$ cat config.mk
export PLATFORM = sky130hd
export DESIGN_NAME = smc_lite
export DESIGN_NICKNAME = d
export VERILOG_FILES = /design/src/smc_pkg.sv /design/src/smc_ahb_if.sv /design/src/smc_counter.sv /design/src/smc_state.sv /design/src/smc_mac.sv /design/src/smc_emi.sv /design/src/smc_lite.sv
export VERILOG_INCLUDE_DIRS = /design/src
export SDC_FILE = /design/constraint.sdc
export NUM_CORES = 1
export LEC_CHECK = 0
export ABC_AREA = 0
export BUFFER_PORTS_ARGS = -buffer_cell sky130_fd_sc_hd__buf_2
export CAP_MARGIN = 10
export CORE_MARGIN = 5
export CORE_UTILIZATION = 55
export CTS_CLUSTER_DIAMETER = 120
export CTS_CLUSTER_SIZE = 12
export DETAILED_ROUTE_END_ITERATION = 10
export HOLD_SLACK_MARGIN = 0.03
export PLACE_DENSITY = 0.83
export SLEW_MARGIN = 20
export SYNTH_ARGS = -nofsm -noshare
export SYNTH_HDL_FRONTEND = slang
export SYNTH_HIERARCHICAL = 1
export SYNTH_SLANG_ARGS = --single-unit
export TNS_END_PERCENT = 5
$ cat constraint.sdc
create_clock -name hclk -period 4.37 [get_ports hclk]
set_input_delay 1.311 -clock hclk [delete_from_list [all_inputs] [get_ports hclk]]
set_output_delay 1.311 -clock hclk [all_outputs]
set_load 0.05 [all_outputs]
$ cat src/smc_consts.svh
`ifndef SMC_CONSTS_SVH
`define SMC_CONSTS_SVH

// --------------------------------------------------------------------------
// External access timing profile, in hclk cycles
// --------------------------------------------------------------------------
`define SMC_CSLE_CYCLES 1    // Chip select leading phase
`define SMC_WS_CYCLES   2    // Strobe (wait-state) phase
`define SMC_CSTE_CYCLES 1    // Chip select trailing phase

// External bus
`define SMC_EMI_BYTES   2    // 16-bit SRAM bank

// --------------------------------------------------------------------------
// AHB encodings
// --------------------------------------------------------------------------
`define SMC_SIZE_BYTE   2'd0 // hsize byte
`define SMC_SIZE_HALF   2'd1 // hsize halfword
`define SMC_SIZE_WORD   2'd2 // hsize word

// htrans bit set for NONSEQ and SEQ
`define SMC_TRANS_NONSEQ 1

`endif

$ cat src/smc_pkg.sv
package smc_pkg;

  // --------------------------------------------------------------------------
  // Bus and datapath widths
  // --------------------------------------------------------------------------
  typedef logic [31:0] haddr_t;     // AHB address
  typedef logic [31:0] hdata_t;     // AHB data
  typedef logic [15:0] emi_data_t;  // External data bus
  typedef logic [1:0]  emi_be_t;    // Byte enables, active low
  typedef logic [1:0]  xfer_size_t; // hsize[1:0]

  // Timing counters
  typedef logic [1:0]  phase_count_t; // CSLE / CSTE
  typedef logic [7:0]  ws_count_t;    // Wait states

  // Sub-access index within one AHB transfer
  typedef logic        acc_num_t;

  // --------------------------------------------------------------------------
  // Access state machine
  // --------------------------------------------------------------------------
  typedef enum logic [2:0] {
    SMC_IDLE = 3'd0, // Waiting for a transfer
    SMC_LE   = 3'd1, // Chip select leading edge
    SMC_RW   = 3'd2, // Strobe phase
    SMC_TE   = 3'd3, // Chip select trailing edge
    SMC_DONE = 3'd4  // Transfer complete
  } smc_state_e;

endpackage

$ cat src/smc_ahb_if.sv
`timescale 1ns/1ps

`include "smc_consts.svh"

module smc_ahb_if (
  input  logic                 hclk,
  input  logic                 rst_n,
  input  logic                 hsel,          // Slave select
  input  logic [1:0]           htrans,        // Transfer type
  input  logic                 hwrite,        // 1 = write
  input  logic [2:0]           hsize,         // Transfer size
  input  smc_pkg::haddr_t      haddr,
  input  smc_pkg::hdata_t      hwdata,
  input  logic                 hready,        // Muxed bus ready
  input  smc_pkg::hdata_t      read_data,     // Assembled by MAC
  input  logic                 transfer_done, // Last access of last sub-access
  input  logic                 smc_idle,
  output logic                 new_access,    // Accepted this cycle
  output smc_pkg::haddr_t      addr,
  output smc_pkg::xfer_size_t  xfer_size,
  output logic                 n_read,        // Active-low read flag
  output smc_pkg::hdata_t      write_data,
  output smc_pkg::hdata_t      smc_hrdata,
  output logic                 smc_hready
);

  import smc_pkg::*;

  logic data_phase; // AHB data phase of an accepted transfer

  // --------------------------------------------------------------------------
  // Transfer qualification
  // --------------------------------------------------------------------------
  // Own hready folded in so a stalled master cannot start a second access
  assign new_access = hsel && htrans[`SMC_TRANS_NONSEQ] && hready && smc_hready;

  // Control state
  always_ff @(posedge hclk) begin
    if (!rst_n) begin
      n_read     <= 1'b1;
      data_phase <= 1'b0;
    end else begin
      data_phase <= new_access; // hwdata valid one cycle after address
      if (new_access) begin
        n_read <= hwrite; // Low for reads
      end
    end
  end

  // Address phase fields and write data
  always_ff @(posedge hclk) begin
    if (new_access) begin
      addr      <= haddr;
      xfer_size <= xfer_size_t'(hsize[1:0]); // Max is word
    end
    if (data_phase && n_read) begin
      write_data <= hwdata; // Held until the next write
    end
  end

  // --------------------------------------------------------------------------
  // Ready to the bus
  // --------------------------------------------------------------------------
  always_ff @(posedge hclk) begin
    if (!rst_n) begin
      smc_hready <= 1'b1;
    end else if (new_access) begin
      smc_hready <= 1'b0;             // Stall from the next cycle
    end else if (transfer_done || smc_idle) begin
      smc_hready <= 1'b1;             // Release after the last access
    end
  end

  // Read data only shown once the transfer has finished
  assign smc_hrdata = (smc_hready && !n_read) ? read_data : '0;

endmodule

$ cat src/smc_counter.sv
`timescale 1ns/1ps

`include "smc_consts.svh"

module smc_counter (
  input  logic                  hclk,
  input  logic                  rst_n,
  input  logic                  le_enable, // In leading phase
  input  logic                  ws_enable, // In strobe phase
  input  logic                  te_enable, // In trailing phase
  output smc_pkg::phase_count_t le_count,
  output smc_pkg::ws_count_t    ws_count,
  output smc_pkg::phase_count_t te_count
);

  import smc_pkg::*;

  // Counts run down to zero, so each phase lasts its reload plus one
  localparam phase_count_t LE_RELOAD = phase_count_t'(`SMC_CSLE_CYCLES - 1);
  localparam ws_count_t    WS_RELOAD = ws_count_t'(`SMC_WS_CYCLES - 1);
  localparam phase_count_t TE_RELOAD = phase_count_t'(`SMC_CSTE_CYCLES - 1);

  // --------------------------------------------------------------------------
  // Phase down-counters
  // --------------------------------------------------------------------------
  // Preloaded while the phase is inactive, so the first cycle after the
  // enable rises already sees the full count
  always_ff @(posedge hclk) begin
    if (!rst_n) begin
      le_count <= LE_RELOAD;
      ws_count <= WS_RELOAD;
      te_count <= TE_RELOAD;
    end else begin
      if (!le_enable) begin
        le_count <= LE_RELOAD;
      end else if (le_count != '0) begin
        le_count <= le_count - 1'b1;
      end

      if (!ws_enable) begin
        ws_count <= WS_RELOAD;
      end else if (ws_count != '0) begin
        ws_count <= ws_count - 1'b1; // Wait states
      end

      if (!te_enable) begin
        te_count <= TE_RELOAD;
      end else if (te_count != '0) begin
        te_count <= te_count - 1'b1;
      end
    end
  end

endmodule

$ cat src/smc_state.sv
`timescale 1ns/1ps

module smc_state (
  input  logic                  hclk,
  input  logic                  rst_n,
  input  logic                  new_access,    // From AHB interface
  input  logic                  transfer_done, // From MAC
  input  smc_pkg::phase_count_t le_count,
  input  smc_pkg::ws_count_t    ws_count,
  input  smc_pkg::phase_count_t te_count,
  output smc_pkg::smc_state_e   state,
  output logic                  le_enable,
  output logic                  ws_enable,
  output logic                  te_enable,
  output logic                  access_done,   // End of each access
  output logic                  latch_data,    // Last strobe cycle at pins
  output logic                  smc_idle
);

  import smc_pkg::*;

  smc_state_e next_state;

  // --------------------------------------------------------------------------
  // Next state
  // --------------------------------------------------------------------------
  always_comb begin
    next_state = state;
    case (state)
      SMC_IDLE: begin
        if (new_access) begin
          next_state = SMC_LE;
        end
      end
      SMC_LE: begin
        if (le_count == '0) begin
          next_state = SMC_RW;
        end
      end
      SMC_RW: begin
        if (ws_count == '0) begin
          next_state = SMC_TE;
        end
      end
      SMC_TE: begin
        if (te_count == '0) begin
          // Back to LE for the second half of a word
          next_state = transfer_done ? SMC_DONE : SMC_LE;
        end
      end
      SMC_DONE: begin
        // Master may issue the next transfer as soon as ready returns
        next_state = new_access ? SMC_LE : SMC_IDLE;
      end
      default: next_state = SMC_IDLE;
    endcase
  end

  always_ff @(posedge hclk) begin
    if (!rst_n) begin
      state <= SMC_IDLE;
    end else begin
      state <= next_state;
    end
  end

  // --------------------------------------------------------------------------
  // Phase enables and status
  // --------------------------------------------------------------------------
  assign le_enable   = (state == SMC_LE);
  assign ws_enable   = (state == SMC_RW);
  assign te_enable   = (state == SMC_TE);
  assign access_done = (state == SMC_TE) && (te_count == '0);
  assign smc_idle    = (state == SMC_IDLE);

  // External strobes lag the state by one cycle, so the last pin strobe
  // cycle is the one after the final RW cycle
  always_ff @(posedge hclk) begin
    if (!rst_n) begin
      latch_data <= 1'b0;
    end else begin
      latch_data <= (state == SMC_RW) && (ws_count == '0);
    end
  end

endmodule

$ cat src/smc_mac.sv
`timescale 1ns/1ps

`include "smc_consts.svh"

module smc_mac (
  input  logic                hclk,
  input  logic                rst_n,
  input  logic                new_access,
  input  logic                access_done,   // One pulse per external access
  input  logic                latch_data,    // Sample data_smc
  input  smc_pkg::xfer_size_t xfer_size,
  input  smc_pkg::haddr_t     addr,
  input  smc_pkg::hdata_t     write_data,
  input  smc_pkg::emi_data_t  data_smc,      // SRAM read data
  output smc_pkg::acc_num_t   acc_num,       // Current sub-access
  output logic                transfer_done,
  output smc_pkg::hdata_t     read_data,
  output smc_pkg::emi_data_t  emi_wdata
);

  import smc_pkg::*;

  acc_num_t last_acc; // Index of final sub-access
  logic     hw_lane;  // AHB halfword lane of this access
  logic     is_byte;

  // Word needs 4 / EMI_BYTES accesses, narrower transfers just one
  assign last_acc = (xfer_size == `SMC_SIZE_WORD) ? acc_num_t'((4 / `SMC_EMI_BYTES) - 1)
                                                  : acc_num_t'(0);
  assign transfer_done = access_done && (acc_num == last_acc);

  // Word accesses are aligned, so addr[1] is zero for them
  assign hw_lane = addr[1] | acc_num;
  assign is_byte = (xfer_size == `SMC_SIZE_BYTE);

  // --------------------------------------------------------------------------
  // Sub-access counter
  // --------------------------------------------------------------------------
  always_ff @(posedge hclk) begin
    if (!rst_n) begin
      acc_num <= '0;
    end else if (new_access) begin
      acc_num <= '0;
    end else if (access_done) begin
      acc_num <= transfer_done ? acc_num_t'(0) : acc_num + 1'b1;
    end
  end

  // --------------------------------------------------------------------------
  // Read assembly
  // --------------------------------------------------------------------------
  always_ff @(posedge hclk) begin
    if (new_access) begin
      read_data <= '0; // Unaccessed lanes read zero
    end else if (latch_data) begin
      if (hw_lane) begin
        if (!is_byte || !addr[0]) read_data[23:16] <= data_smc[7:0];
        if (!is_byte || addr[0])  read_data[31:24] <= data_smc[15:8];
      end else begin
        if (!is_byte || !addr[0]) read_data[7:0]   <= data_smc[7:0];
        if (!is_byte || addr[0])  read_data[15:8]  <= data_smc[15:8];
      end
    end
  end

  // Write lane steering, byte enables pick the byte inside it
  assign emi_wdata = hw_lane ? write_data[31:16] : write_data[15:0];

endmodule

$ cat src/smc_emi.sv
`timescale 1ns/1ps

`include "smc_consts.svh"

module smc_emi (
  input  logic                hclk,
  input  logic                rst_n,
  input  smc_pkg::smc_state_e state,
  input  logic                latch_data,
  input  logic                n_read,
  input  smc_pkg::haddr_t     addr,
  input  smc_pkg::xfer_size_t xfer_size,
  input  smc_pkg::acc_num_t   acc_num,
  input  smc_pkg::emi_data_t  emi_wdata,
  output smc_pkg::haddr_t     smc_addr,     // External address
  output smc_pkg::emi_data_t  smc_data,     // External write data
  output smc_pkg::emi_be_t    smc_n_be,     // Byte enables
  output logic                smc_n_cs,     // Chip select
  output logic                smc_n_rd,     // Read strobe
  output smc_pkg::emi_be_t    smc_n_we,     // Write strobes
  output logic                smc_n_wr,     // Write enable
  output logic                smc_n_ext_oe, // Data driver enable
  output logic                smc_busy
);

  import smc_pkg::*;

  logic    active;   // LE, RW or TE
  logic    strobe;   // RW
  emi_be_t n_be;     // Enables for the current access
  emi_be_t n_we_nxt;
  haddr_t  base;

  assign active = (state == SMC_LE) || (state == SMC_RW) || (state == SMC_TE);
  assign strobe = (state == SMC_RW);

  // --------------------------------------------------------------------------
  // Address and byte enables
  // --------------------------------------------------------------------------
  assign base = {addr[31:1], 1'b0}; // Halfword aligned
  assign n_be = (xfer_size == `SMC_SIZE_BYTE) ? (addr[0] ? 2'b01 : 2'b10)
                                              : 2'b00;

  // Write strobes follow the enables during the strobe phase
  assign n_we_nxt = (strobe && n_read) ? n_be : 2'b11;

  // Address and data pins, no reset needed
  always_ff @(posedge hclk) begin
    smc_addr <= base + haddr_t'(acc_num) * `SMC_EMI_BYTES; // Next halfword
    smc_data <= emi_wdata;
  end

  // --------------------------------------------------------------------------
  // Selects and strobes, one cycle behind the state
  // --------------------------------------------------------------------------
  always_ff @(posedge hclk) begin
    if (!rst_n) begin
      smc_n_cs     <= 1'b1;
      smc_n_be     <= 2'b11;
      smc_n_rd     <= 1'b1;
      smc_n_we     <= 2'b11;
      smc_n_wr     <= 1'b1;
      smc_n_ext_oe <= 1'b1;
    end else begin
      smc_n_cs     <= !active;
      smc_n_be     <= active ? n_be : 2'b11;
      // Read strobe held low until the MAC has sampled the data
      smc_n_rd     <= !(!n_read && (strobe || (!smc_n_rd && !latch_data)));
      smc_n_we     <= n_we_nxt;
      smc_n_wr     <= &n_we_nxt;
      smc_n_ext_oe <= !(active && n_read); // Drive bus on writes only
    end
  end

  // Status to the system, not a pin
  assign smc_busy = (state != SMC_IDLE);

endmodule

$ cat src/smc_lite.sv
`timescale 1ns/1ps

module smc_lite (
  input  logic                hclk,
  input  logic                rst_n,
  // AHB-lite slave
  input  logic                hsel,
  input  logic [1:0]          htrans,
  input  logic                hwrite,
  input  logic [2:0]          hsize,
  input  smc_pkg::haddr_t     haddr,
  input  smc_pkg::hdata_t     hwdata,
  input  logic                hready,
  output smc_pkg::hdata_t     smc_hrdata,
  output logic                smc_hready,
  // External memory interface
  input  smc_pkg::emi_data_t  data_smc,
  output smc_pkg::haddr_t     smc_addr,
  output smc_pkg::emi_data_t  smc_data,
  output smc_pkg::emi_be_t    smc_n_be,
  output logic                smc_n_cs,
  output logic                smc_n_rd,
  output smc_pkg::emi_be_t    smc_n_we,
  output logic                smc_n_wr,
  output logic                smc_n_ext_oe,
  output logic                smc_busy
);

  import smc_pkg::*;

  // --------------------------------------------------------------------------
  // Internal nets
  // --------------------------------------------------------------------------
  logic         new_access, n_read_q;
  haddr_t       addr;
  xfer_size_t   xfer_size;
  hdata_t       write_data, read_data;
  phase_count_t le_count, te_count;
  ws_count_t    ws_count;
  smc_state_e   state;
  logic         le_enable, ws_enable, te_enable;
  logic         access_done, latch_data, smc_idle, transfer_done;
  acc_num_t     acc_num;
  emi_data_t    emi_wdata;

  smc_ahb_if i_ahb_if (
    .hclk(hclk), .rst_n(rst_n), .hsel(hsel), .htrans(htrans), .hwrite(hwrite),
    .hsize(hsize), .haddr(haddr), .hwdata(hwdata), .hready(hready),
    .read_data(read_data), .transfer_done(transfer_done), .smc_idle(smc_idle),
    .new_access(new_access), .addr(addr), .xfer_size(xfer_size), .n_read(n_read_q),
    .write_data(write_data), .smc_hrdata(smc_hrdata), .smc_hready(smc_hready)
  );

  smc_counter i_counter (
    .hclk(hclk), .rst_n(rst_n), .le_enable(le_enable), .ws_enable(ws_enable),
    .te_enable(te_enable), .le_count(le_count), .ws_count(ws_count), .te_count(te_count)
  );

  smc_state i_state (
    .hclk(hclk), .rst_n(rst_n), .new_access(new_access), .transfer_done(transfer_done),
    .le_count(le_count), .ws_count(ws_count), .te_count(te_count), .state(state),
    .le_enable(le_enable), .ws_enable(ws_enable), .te_enable(te_enable),
    .access_done(access_done), .latch_data(latch_data), .smc_idle(smc_idle)
  );

  smc_mac i_mac (
    .hclk(hclk), .rst_n(rst_n), .new_access(new_access), .access_done(access_done),
    .latch_data(latch_data), .xfer_size(xfer_size), .addr(addr),
    .write_data(write_data), .data_smc(data_smc), .acc_num(acc_num),
    .transfer_done(transfer_done), .read_data(read_data), .emi_wdata(emi_wdata)
  );

  smc_emi i_emi (
    .hclk(hclk), .rst_n(rst_n), .state(state), .latch_data(latch_data),
    .n_read(n_read_q), .addr(addr), .xfer_size(xfer_size), .acc_num(acc_num),
    .emi_wdata(emi_wdata), .smc_addr(smc_addr), .smc_data(smc_data),
    .smc_n_be(smc_n_be), .smc_n_cs(smc_n_cs), .smc_n_rd(smc_n_rd),
    .smc_n_we(smc_n_we), .smc_n_wr(smc_n_wr), .smc_n_ext_oe(smc_n_ext_oe),
    .smc_busy(smc_busy)
  );

endmodule

Word level (Yosys, flattened, before mapping)

Index checks and enable logic that the tools add are counted.

Latch bits: 0
ROM bits: 0
Flip-flop bits (word level): 174
Input bits: 90
Output and inout bits: 90
Memory bits (writable): 0
Memories: 0

Mux-type cells: 16
Equal/unequal tests: 10
Bitwise logic cells: 3
Shifts and indexed selects: 0
Div/mod/pow operators: 0
$mul: 0
Add/subtract/negate cells: 5
Reductions and logical operators: 47
Order comparisons: 0

Operators with widths:

| cell                  | number |
|---|---|
| $add A32 B2 Y32       | 1 |
| $mux W32              | 1 |
| $mux W16              | 1 |
| $mux W3               | 5 |
| $pmux W3 S5           | 1 |
| $logic_and A1 B1 Y1   | 12 |
| $reduce_and A3 Y1     | 4 |
| $reduce_and A2 Y1     | 5 |
| $logic_not A1 Y1      | 8 |
| $logic_not A8 Y1      | 1 |
| $ne A2 B1 Y1 const B  | 4 |
| $reduce_bool A8 Y1    | 1 |
| $sub A8 B1 Y8 const B | 1 |
| $eq A3 B2 Y1 const B  | 2 |
| $logic_not A2 Y1      | 3 |
| $logic_or A1 B1 Y1    | 6 |
| $mux W2               | 3 |
| $reduce_bool A2 Y1    | 3 |
| $mux W1               | 5 |
| $reduce_and A4 Y1     | 1 |
| $sub A2 B1 Y2 const B | 2 |
| $eq A3 B1 Y1 const B  | 1 |
| $eq A3 B3 Y1 const B  | 1 |
| $logic_not A3 Y1      | 1 |
| other kinds (7)       | 8 |

Longest topological paths before layout

Gate-level depths: netlist (run 1).

Word-level depth: 7
Depth in mapped cells: 6
Mapped depth without buffers: 6

Hierarchy

Netlist (run 1), hierarchy kept.

Modules (own cells, without submodules):

| module      | area an instance (µm²) | cells each | sequential area each (µm²) | instances |
|---|---|---|---|---|
| smc_ahb_if  | 2369.8                 | 113        | 2042.0                     | 1 |
| smc_emi     | 1795.5                 | 154        | 1101.1                     | 1 |
| smc_mac     | 1664.1                 | 158        | 660.6                      | 1 |
| smc_counter | 563.0                  | 64         | 240.2                      | 1 |
| smc_state   | 249.0                  | 26         | 80.1                       | 1 |

Worst setup path before layout (run 1)

No wires, ideal clock.

Kind: in2reg
From: in hready
To: reg i_mac.read_data[16]
Cell stages on the path: 5
Path slack: 1.269 ns
Arrival: 2.982 ns
Library setup time: 0.120 ns
Path buffers: 2
Path through: and4_1 -> clkbuf_1 -> clkbuf_1 -> nand2b_1 -> mux2i_1

Cells in the longest elaborated chain, start to end: 2

RTL lines:

| item                              | RTL line         | RTL |
|---|---|---|
| start: declaration                | smc_lite.sv:13   | `input logic hready,` |
| $logic_and A1 B1 Y1 (2 in series) | smc_ahb_if.sv:35 | `` assign new_access = hsel && htrans[`SMC_TRANS_NONSEQ] && hready && smc_hready; `` |
| end signal: assignment            | smc_mac.sv:57    | `if (!is_byte \|\| !addr[0]) read_data[23:16] <= data_smc[7:0];` |
| end: declaration                  | smc_mac.sv:17    | `output smc_pkg::hdata_t read_data,` |

Every way passes these cells.
A chain may end at the register's enable or synchronous reset.

Worst setup path in the final report (run 1)

From: reg i_ahb_if.smc_hready
To: out smc_hrdata[28]

Cells in the longest elaborated chain, start to end: 2

RTL lines:

| item                     | RTL line         | RTL |
|---|---|---|
| start: declaration       | smc_ahb_if.sv:24 | `output logic smc_hready` |
| start signal: assignment | smc_ahb_if.sv:66 | `smc_hready <= 1'b1;` |
| start signal: assignment | smc_ahb_if.sv:68 | `smc_hready <= 1'b0;` |
| start signal: assignment | smc_ahb_if.sv:70 | `smc_hready <= 1'b1;` |
| $logic_and A1 B1 Y1      | smc_ahb_if.sv:75 | `assign smc_hrdata = (smc_hready && !n_read) ? read_data : '0;` |
| $mux W32                 | smc_ahb_if.sv:75 |  |
| end: declaration         | smc_lite.sv:14   | `output smc_pkg::hdata_t smc_hrdata,` |

Every way passes these cells.

==> results of run 1 <==
## synthesized netlist by cell type (3+ instances only)
| cell type | number |
|---|---|
| nand3_1 | 17 |
| nor3b_1 | 4 |
| a21oi_1 | 7 |
| nand3_2 | 3 |
| and2_1 | 15 |
| buf_6 | 6 |
| and4_1 | 3 |
| nand2_1 | 14 |
| inv_1 | 11 |
| edfxtp_1 | 66 |
| xor2_1 | 8 |
| nand2b_1 | 51 |
| nor2_1 | 13 |
| nor2b_1 | 4 |
| or3_1 | 4 |
| nand4_1 | 9 |
| xnor2_1 | 25 |
| nor3_1 | 6 |
| or4_1 | 3 |
| clkbuf_1 | 5 |
| mux2_2 | 16 |
| dfxtp_1 | 107 |
| o21ai_0 | 8 |
| and3_1 | 10 |
| mux2i_1 | 34 |
| ha_1 | 6 |
| and2_2 | 21 |
## critical path: stages, from the launching register on
cell and delay (ps):
dfxtp_1 370, nor2b_4 520, and2_2 250, buf_2 260
## cells by family after synthesis
kind of cell | share of synthesized area
XOR/XNOR | 0.0435
buffers and inverters | 0.0237
multiplexers | 0.0784
flip-flops | 0.621
adder cells (fa/ha/maj) | 0.0113
AO/OA/AOI/OAI | 0.0228
AND/OR/NAND/NOR | 0.199
other | 0.000565
## layout make-up
| cell class | count | area [sq um] |
|---|---|---|
| Clock buffer | 22 | 464 |
| Inverter | 11 | 41.3 |
| Multi-Input combinational cell | 315 | 2370 |
| Clock inverter | 10 | 136 |
| Tap cell | 147 | 184 |
| Sequential cell | 173 | 4120 |
| Fill cell | 862 | 3680 |
| Timing Repair Buffer | 178 | 908 |
## layer usage
layer	routed length, um	up-vias	GRT usage
met5	15	-	0
met4	257	2	0.0680
met3	823	22	0.0646
met2	7290	138	0.349
met1	5650	2123	0.218
li1	-	2164	-
## worst paths after layout
path	to	startpoint
max reg2reg	i_emi/smc_addr[21]$_DFF_P_	i_mac/acc_num$_SDFFE_PP0P_
max	smc_hrdata[28]	i_ahb_if/smc_hready$_SDFFE_PN1P_
min reg2reg	i_emi/smc_addr[31]$_DFF_P_	i_ahb_if/addr[31]$_DFFE_PP_
min	i_emi/smc_addr[31]$_DFF_P_	i_ahb_if/addr[31]$_DFFE_PP_
## flip-flops by register name (all words and copies together), names as in the netlist, 2 cells and up
register	flops
i_ahb_if/write_data	32
i_mac/read_data	32
i_emi/smc_addr	31
i_counter/ws_count	8
i_emi/smc_n_we	2
i_counter/le_count	2
i_state/state	3
i_ahb_if/xfer_size	2
i_emi/smc_n_be	2
i_ahb_if/addr	32
i_counter/te_count	2
i_emi/smc_data	16
## metrics by stage
| stage | setup WS, ps | hold slack (ps) | total power [mW] | cell area [sq um] | std cells |
|---|---|---|---|---|---|
| final | 1220 | 463 | 3.63 | 8230 | 856 |
| after global routing | 1090 | 481 | 3.76 | 8230 | 856 |
| after CTS | 1190 | 466 | 3.66 | 8220 | 856 |
| after detailed placement | 1480 | 450 | 2.14 | 7620 | 824 |
| after global placement | 1560 | 447 | 2.13 | 7620 | 824 |
| after floorplan | 1270 | 431 | 2.04 | 6640 | 515 |
## power by group
part           total, mW  switching, mW  internal (mW)
combinational      0.338          0.222          0.117
sequential          1.77         0.0397           1.73
clock               1.52          0.588          0.929
==> reports/results.tsv, run 1 <==
stage	metric	value	unit
final_layout	drive_above_1_share	0.372	
global_routing	grt_pass1_wl	22000	um
drt	viasPerCell	5.20	
clock_network	hold_buffers	0	
drt	ant_nets	0	
placement	hpwl	10100	um
final_layout	antennaDiodeCount	0	
clock_network	ctsRootBufferMaster	clkbuf_16	
critical_path	critical_path_class	reg2out	
job	maxCapViolations	0	
global_routing	first_global_vias	4549	
sta	rsz0062_at_grt	no	
drt	vias	4449	
power_and_ir_drop	p_leak	3.45	nW
final_layout	mostFrequentLayoutCell	buf_2	
floorplanning	rows	40	
min_path	hp-class	reg2reg	
placement	portBuffers	176	
drt	drt_iter0_drc	338	
sta	hold_violations	0	
critical_path	r2r_slack	2240	ps
final_layout	syn_to_final_growth	23.9	%
drt	wirelength	14000	um
placement	gp_congestion	0.817	
drt	wire_per_inst	16.4	um
synth	yosysTopAreaCellShare	0.323	
drt	drc_errors	0	
synth	yosysTopAreaCell	dfxtp_1	
power_and_ir_drop	vdd_ir_drop_max	0.314	mV
clock_network	clk_latency	430	ps
floorplanning	core_area	0.0119	sq mm
clock_network	cts_buffers	17	
clock_network	cts_setup_buffers	0	
synth	async_reset_ff_frac	0	
sta	fmax	317	MHz
clock_network	htreeDepth	4	
sta	skew	9.46	ps
sta	maxSlewViolCount	0	
floorplanning	start_util	0.558	
floorplanning	die_h	120	um
synth	synth_flop_cell	dfxtp_1	
clock_network	path_clk_slew	60	ps
floorplanning	ioPinCount	180	
critical_path	worstPathArrival	1840	ps
sta	tns	0	ps
synth	synth_edf_count	66	
floorplanning	die_area	0.0144	sq mm
sta	tightestPinTransition	830	ps
synth	ys_warn_count	6	
synth	synth_area	0.00664	sq mm
floorplanning	die_w	120	um
synth	yosysSeqAreaShare	0.621	
sta	max_slew_margin	0.446	
drt	detail_route.first_pass.iterations	7	
sta	setup_violations	0	
power_and_ir_drop	p_per_area	441	mW/mm^2
synth	ys_top_cells_by_area	dfxtp_1 (32%), edfxtp_1 (30%), mux2i_1 (5.1%)	
global_routing	antenna_found_initial	1	
synth	synth_seq_cells	173	
critical_path	worstRegToRegCells	6	
clock_network	numClockSinks	173	
clock_network	cts_tree	done	
critical_path	required	3060	ps
synth	synth.distinct_cells	54	
final_layout	postLayoutCoreUtil	0.691	
min_path	hold_depth	1	
global_routing	grt_overflow_total	0	
synth	avgSynthCellArea	12.9	sq um
synth	syn_nets	611	
final_layout	final_cell_mix	buf_2 (176), dfxtp_1 (107), edfxtp_1 (66), nand2b_1 (51), mux2i_1 (34)	
critical_path	start_kind	flop	
critical_path	crit_path_max_fanout	32	
synth	syn_inst	515	
clock_network	clk_path_buf_depth	2	
critical_path	end_kind	output port	
sta	min_period	3150	ps
global_routing	track_usage	0.195	
final_layout	fin_nets	792	
global_routing	grt_start_max_net_pins	57	
outcome	run_status	finished clean	
clock_network	cts_resized	0	
sta	min_period_over_period	0.721	
Note: power is estimated with default switching activity, not from simulation.
==> inputs of run 2 (changes only) <==
CORE_UTILIZATION = 52   (was 55)
PLACE_DENSITY = 0.79   (was 0.83)
clock period = 3 ns   (was 4.37 ns; I/O delays follow)
==> run 2 against run 1 <==
Against the previous run:
- clock power up 27%
- sequential power up 46%
- clock skew down 2.2 ps
==> reports/results.tsv, run 2 (synthesis gave the netlist of run 1 again) <==
stage	metric	value	unit	change
final_layout	ff_latch_area	0.00412	sq mm	unchanged
final_layout	syn_to_final_growth	22.9	%	
sta	maxSlewViolCount	0		unchanged
critical_path	worstPathArrival	1780	ps	-60 ps
sta	tightestPinTransition	508	ps	-323 ps
drt	m1WireLength	5660	um	+0.11%
drt	wl_met3	746	um	-9.4%
clock_network	clk_latency	410	ps	-20 ps
clock_network	cts_tree	done		
global_routing	grt_start_max_net_pins	57		unchanged
job	maxCapViolations	0		unchanged
sta	max_slew_margin	0.661		+0.214
placement	portBuffers	176		unchanged
final_layout	top_regs	i_ahb_if/addr (32), i_ahb_if/write_data (32), i_mac/read_data (32)		
floorplanning	die_w	123	um	+2.6%
critical_path	r2r_slack	1030	ps	-1210 ps
final_layout	multiInputGateArea	0.00236	sq mm	-0.21%
power_and_ir_drop	p_leak	3.40	nW	-1.4%
critical_path	timing.rr.end	i_emi/smc_addr[25]$_DFF_P_		
critical_path	worstRegToRegCells	6		unchanged
min_path	hp-class	reg2reg		
drt	viasPerCell	4.99		-4.1%
floorplanning	die_area	0.0151	sq mm	+5.3%
sta	hold_ws	463	ps	-0.233 ps
final_layout	fin_nets	794		+0.25%
sta	skew	7.22	ps	-2.24 ps
drt	wl_met2	7360	um	+0.92%
clock_network	ctsRootBufferMaster	clkbuf_16		
clock_network	hold_buffers	0		unchanged
critical_path	end_kind	output port		
critical_path	required	2100	ps	-960 ps
placement	hpwl	10400	um	+3.3%
drt	wirelength	14000	um	-0.64%
sta	tns	0	ps	unchanged
final_layout	final_cell_mix	buf_2 (176), dfxtp_1 (107), edfxtp_1 (66), nand2b_1 (51), mux2i_1 (34)		
sta	hold_violations	0		unchanged
global_routing	track_usage	0.185		-0.0109
clock_network	cts_setup_buffers	0		unchanged
power_and_ir_drop	vdd_ir_drop_max	0.550	mV	+75%
final_layout	fill_cells	932		+8.1%
sta	setup_violations	0		unchanged
clock_network	path_clk_slew	60	ps	about the same
final_layout	drive_above_1_share	0.359		-0.0137
clock_network	cts_buffers	17		unchanged
floorplanning	die_h	123	um	+2.6%
floorplanning	core_area	0.0126	sq mm	+5.5%
drt	topRoutingLayerUsed	met5		
critical_path	regToRegStartpoint	i_mac/acc_num$_SDFFE_PP0P_		
sta	min_period	2680	ps	
drt	drt_iter0_drc	245		-28%
clock_network	clk_path_buf_depth	2		unchanged
drt	drc_errors	0		unchanged
min_path	holdPathEnd	i_emi/smc_addr[31]$_DFF_P_		
global_routing	first_global_vias	4530		-0.42%
sta	rsz0062_at_grt	no		
final_layout	mostFrequentLayoutCell	buf_2		
power_and_ir_drop	power.total	5.01	mW	+38%
floorplanning	ioPinCount	180		unchanged
clock_network	htreeDepth	4		unchanged
clock_network	cts_resized	0		unchanged
outcome	run_status	finished clean		
clock_network	numClockSinks	173		unchanged
critical_path	start_kind	flop		
drt	wire_per_inst	15.8	um	-3.8%
sta	min_period_over_period	0.893		
critical_path	critical_path_class	reg2out		
min_path	hold_depth	1		unchanged
drt	vias	4407		-0.94%
drt	ant_nets	0		unchanged
floorplanning	start_util	0.528		-0.0291
floorplanning	rows	41		+2.5%
global_routing	grt_overflow_total	0		unchanged
placement	gp_congestion	0.762		-6.7%
global_routing	antenna_found_initial	2		+1
critical_path	crit_path_max_fanout	32		unchanged
sta	fmax	373	MHz	
drt	detail_route.first_pass.iterations	4		-3
global_routing	grt_pass1_wl	21500	um	-2.4%
power_and_ir_drop	p_per_area	613	mW/mm^2	+39%
min_path	min_from	i_ahb_if/addr[31]$_DFFE_PP_		
==> run 2: worst max path at each step <==
stage | start | endpoint | slack [ps] | cells past startpoint
floorplan | hready | i_mac/read_data[16]$_SDFFE_PP0P_ | 310 | 5
global placement | i_ahb_if/smc_hready$_SDFFE_PN1P_ | smc_hrdata[12] | 820 | 3
detailed placement | i_ahb_if/smc_hready$_SDFFE_PN1P_ | smc_hrdata[12] | 730 | 3
CTS | i_ahb_if/smc_hready$_SDFFE_PN1P_ | smc_hrdata[12] | 280 | 3
global route | i_ahb_if/smc_hready$_SDFFE_PN1P_ | smc_hrdata[12] | 170 | 3
finish | i_ahb_if/smc_hready$_SDFFE_PN1P_ | smc_hrdata[12] | 320 | 3
==> run 2: critical path, stage by stage, from the launching register on <==
cell	delay (ps)
dfxtp_1	370
nor2b_4	480
and2_2	240
buf_2	260
==> run 2: layer usage <==
layer / global-route usage / vias up
met4: 0.0664 / 2
met5: 0 / -
li1: - / 2165
met2: 0.334 / 130
met3: 0.0544 / 13
met1: 0.206 / 2097
==> run 2: area by class of cell <==
cell class,instances,share of cell area
flip-flops and latches,173,0.505
multi-input cells,315,0.289
repair buffers,180,0.112
clock buffers,27,0.0567
well taps,172,0.0264
clock inverters,5,0.00552
inverters,11,0.00506
diodes,1,0.000306
==> run 2: where the power goes <==
group / internal [mW] / switching, mW
sequential: 2.52 / 0.0598
clock: 1.13 / 0.798
combinational: 0.169 / 0.322
==> run 2: per-stage QoR <==
stage | std cells | cell area, sq um | setup slack [ps] | util
final | 884 | 8170 | 320 | 0.650
after global routing | 884 | 8170 | 166 | 0.650
after CTS | 883 | 8160 | 280 | 0.649
after detailed placement | 851 | 7650 | 734 | 0.609
after global placement | 851 | 7650 | 817 | 0.609
after floorplan | 515 | 6640 | 310 | -
==> inputs of run 3 (changes only) <==
CORE_UTILIZATION = 51   (was 52)
SYNTH_HIERARCHICAL = unset   (was 1)
==> run 3 against run 2 <==
Against the previous run:
- sequential power is 2% lower
- cell area is 4.0% lower
- worst setup slack better by 88 ps
- flip-flop and latch count stayed put
- maximum frequency is 3.4% higher
- via count is 4.0% lower
- core utilization is 0.53 points higher
- first-iteration DRC count is 6.1% higher
- combinational power is 45% lower
- critical path type unchanged
- largest power group unchanged
- highest routed layer is now met4
==> reports/results.tsv, run 3 <==
stage	metric	value	unit	change
synth	synth_seq_cells	173		unchanged
drt	detail_route.first_pass.iterations	4		unchanged
final_layout	antennaDiodeCount	0		-1
drt	drc_errors	0		unchanged
critical_path	required	2100	ps	about the same
clock_network	cts_resized	0		unchanged
clock_network	cts_buffers	17		unchanged
placement	gp_congestion	0.838		+9.9%
clock_network	path_clk_slew	70	ps	about the same
drt	ant_nets	0		unchanged
global_routing	grt_overflow_total	0		unchanged
power_and_ir_drop	swShare	0.227		-0.00875
power_and_ir_drop	p_leak	3.23	nW	-5.1%
floorplanning	rows	40		-2.4%
clock_network	cts_tree	done		
critical_path	crit_path_max_incr_delay	380	ps	-100 ps
synth	yosysTopAreaCell	dfxtp_1		
drt	drt_iter0_drc	260		+6.1%
clock_network	clk_latency	420	ps	about the same
synth	synth.distinct_cells	38		-30%
placement	place_ws	711	ps	-23.0 ps
job	maxCapViolations	0		unchanged
power_and_ir_drop	power_frac_seq	0.507		-0.009
final_layout	postLayoutCoreUtil	0.655		+0.00534
power_and_ir_drop	comb_power_share	0.055		-0.043
sta	max_slew_margin	0.599		-0.0622
final_layout	syn_to_final_growth	26.6	%	
synth	synth_edf_count	66		unchanged
synth	yosys.cell_count.top_type	dfxtp_1		
power_and_ir_drop	p_clk_frac	0.439		+0.053
global_routing	antenna_found_initial	0		-2
critical_path	worstPathArrival	1690	ps	-90 ps
outcome	run_status	finished clean		
sta	tightestPinTransition	601	ps	+93.7 ps
synth	synth_area	0.00619	sq mm	-6.8%
floorplanning	die_h	120	um	-2.3%
synth	synth_top_family_by_area	simple AND/OR/NAND/NOR gates		
critical_path	critical_path_class	reg2out		
power_and_ir_drop	vdd_ir_drop_max	0.458	mV	-17%
synth	synthTopCellsByCount	dfxtp_1 (107), edfxtp_1 (66), nor2_1 (54)		
critical_path	timing.rr.end	i_emi.smc_addr[29]$_DFF_P_		
synth	avgSynthCellArea	12.2	sq um	-5.3%
sta	min_period	2590	ps	-87.8 ps
synth	ys_top_cells_by_area	dfxtp_1 (35%), edfxtp_1 (32%), mux2i_1 (3.9%)		
synth	synth_simple_gate_area_frac	0.160		-0.0392
floorplanning	die_w	120	um	-2.3%
drt	vias	4232		-4.0%
final_layout	mostFrequentLayoutCell	buf_2		
critical_path	cp_cell_sequence	nor2b_1 > buf_4 > and2_1 > buf_2		
sta	fin_ws	408	ps	+87.8 ps
critical_path	end_kind	output port		
min_path	holdPathEnd	i_emi.smc_addr[31]$_DFF_P_		
clock_network	hold_buffers	0		unchanged
synth	synth_compound_area_frac	0.0184		-0.00440
synth	syn_inst	507		-1.6%
final_layout	fin_area	0.00784	sq mm	-4.0%
drt	wire_per_inst	15.5	um	-1.7%
synth	synth.mux.area_fraction	0.0679		-0.0104
synth	async_reset_ff_frac	0		unchanged
floorplanning	core_area	0.0120	sq mm	-4.8%
sta	tns	0	ps	unchanged
clock_network	numClockSinks	173		unchanged
sta	min_period_over_period	0.864		-0.0293
critical_path	crit_path_max_fanout	32		unchanged
sta	hold_violations	0		unchanged
synth	ys_warn_count	0		-6
critical_path	worstRegToRegCells	7		+1
clock_network	ctsRootBufferMaster	clkbuf_16		
clock_network	cts_setup_buffers	0		unchanged
global_routing	track_usage	0.185		+0.000892
sta	rsz0062_at_grt	no		
critical_path	r2r_slack	690	ps	-340 ps
sta	setup_violations	0		unchanged
sta	maxSlewViolCount	0		unchanged
global_routing	grt_start_max_net_pins	54		-5.3%
placement	place_area	0.00724	sq mm	-5.4%
global_routing	first_global_vias	4216		-6.9%
final_layout	final_cell_mix	buf_2 (176), dfxtp_1 (107), edfxtp_1 (66), nor2_1 (54), nand2_1 (51)		
critical_path	crit_slowest_cell	dfxtp_1		
synth	yosysTopAreaCellShare	0.346		+0.0236
power_and_ir_drop	p_per_area	635	mW/mm^2	+3.5%
power_and_ir_drop	p_sw	1.13	mW	-4.3%
power_and_ir_drop	p_int	3.84	mW	+0.48%
synth	synth_fa_ha_area_frac	0.0142		+0.00285
drt	wirelength	13200	um	-5.3%
critical_path	start_kind	flop		
synth	yosysSeqAreaShare	0.666		+0.0454
placement	portBuffers	176		unchanged
floorplanning	ioPinCount	180		unchanged
placement	hpwl	9590	um	-7.8%
final_layout	fin_nets	789		-0.63%
final_layout	top_regs	i_ahb_if.addr (32), i_ahb_if.write_data (32), i_mac.read_data (32)		
min_path	min_from	i_ahb_if.addr[31]$_DFFE_PP_		
synth	synth_xor_xnor_area_share	0.0552		+0.0117
critical_path	regToRegStartpoint	i_mac.acc_num$_SDFFE_PP0P_		
placement	dp.cells	820		-3.6%
final_layout	finalNonFillerCells	852		-3.6%
final_layout	drive_above_1_share	0.336		-0.0225
clock_network	clk_path_buf_depth	2		unchanged
synth	syn_nets	604		-1.1%
clock_network	htreeDepth	4		unchanged
critical_path	worst-path-buf-inv	2		+1
critical_path	cp_top_family	buffers and inverters		
sta	skew	5.71	ps	-1.51 ps
min_path	hold_depth	1		unchanged
global_routing	grt_pass1_wl	20600	um	-3.8%
sta	fmax	386	MHz	+3.4%
synth	synth_flop_cell	dfxtp_1		
min_path	hp-class	reg2reg		
drt	viasPerCell	4.97		-0.36%
floorplanning	die_area	0.0144	sq mm	-4.6%
floorplanning	start_util	0.517		-0.0111
-- run 3: cell count changes after synthesis, sizes merged, moves of 4 or more --
| cell | before | now |
|---|---|---|
| nand2 | 14 | 51 |
| xor2 | 8 | 14 |
| nand2b | 51 | 5 |
| nand3 | 20 | 14 |
| and3 | 12 | 4 |
| nor2 | 15 | 59 |
| o21ai | 8 | 4 |
| a21oi | 7 | 11 |
| mux2i | 34 | 24 |
| nand4 | 11 | 7 |
| buf | 10 | 5 |
| nor3b | 6 | 1 |
-- run 3: how the worst max path moves through the flow --
stage	from	to	slack [ps]	depth (start not counted)
floorplan	hready	i_ahb_if.addr[0]$_DFFE_PP_	210	3
global placement	i_mac.acc_num$_SDFFE_PP0P_	i_emi.smc_addr[29]$_DFF_P_	790	7
detailed placement	i_mac.acc_num$_SDFFE_PP0P_	i_emi.smc_addr[29]$_DFF_P_	710	7
CTS	i_ahb_if.n_read$_SDFFE_PN1P_	smc_hrdata[0]	390	4
global route	i_ahb_if.n_read$_SDFFE_PN1P_	smc_hrdata[9]	290	4
finish	i_ahb_if.n_read$_SDFFE_PN1P_	smc_hrdata[0]	410	4
-- run 3: through the flow --
| stage | hold slack [ps] | total power, mW |
|---|---|---|
| after global placement | 432 | 2.83 |
| after floorplan | 423 | 2.73 |
| after global routing | 462 | 5.15 |
| after detailed placement | 438 | 2.84 |
| after CTS | 450 | 5.01 |
| final | 448 | 4.97 |
-- run 3: layout make-up --
type,count,area (sq um)
clock buffer,18,439
clock inverter,14,158
fill,886,4130
inverter,14,52.6
multi-input combinational,306,1950
sequential,173,4120
tap,147,184
timing repair buffer,180,923
-- run 3: per-layer routing --
metal	wire [um]	GRT usage
met3	1130	0.0650
met4	245	0.0888
met1	5330	0.209
met2	6510	0.314
met5	0	0
-- run 3: power groups by stage --
stage	clock (mW)	combinational, mW	sequential (mW)
CTS	2.22	0.272	2.52
floorplan	0	0.0837	2.65
finish	2.18	0.271	2.52
global route	2.34	0.290	2.52
global placement	0	0.264	2.57
detailed placement	0	0.270	2.57
-- run 3: cells by family (layout without fill, tap and decap cells) --
group / count (synthesis) / count (layout)
buffers and inverters: 28 / 226
muxes: 40 / 40
adders and majority gates: 7 / 7
xor gates and xnor gates: 39 / 39
AOI/OAI and AO/OA: 20 / 20
and+or+nand+nor: 199 / 199
other: 1 / 1
DFF: 173 / 173
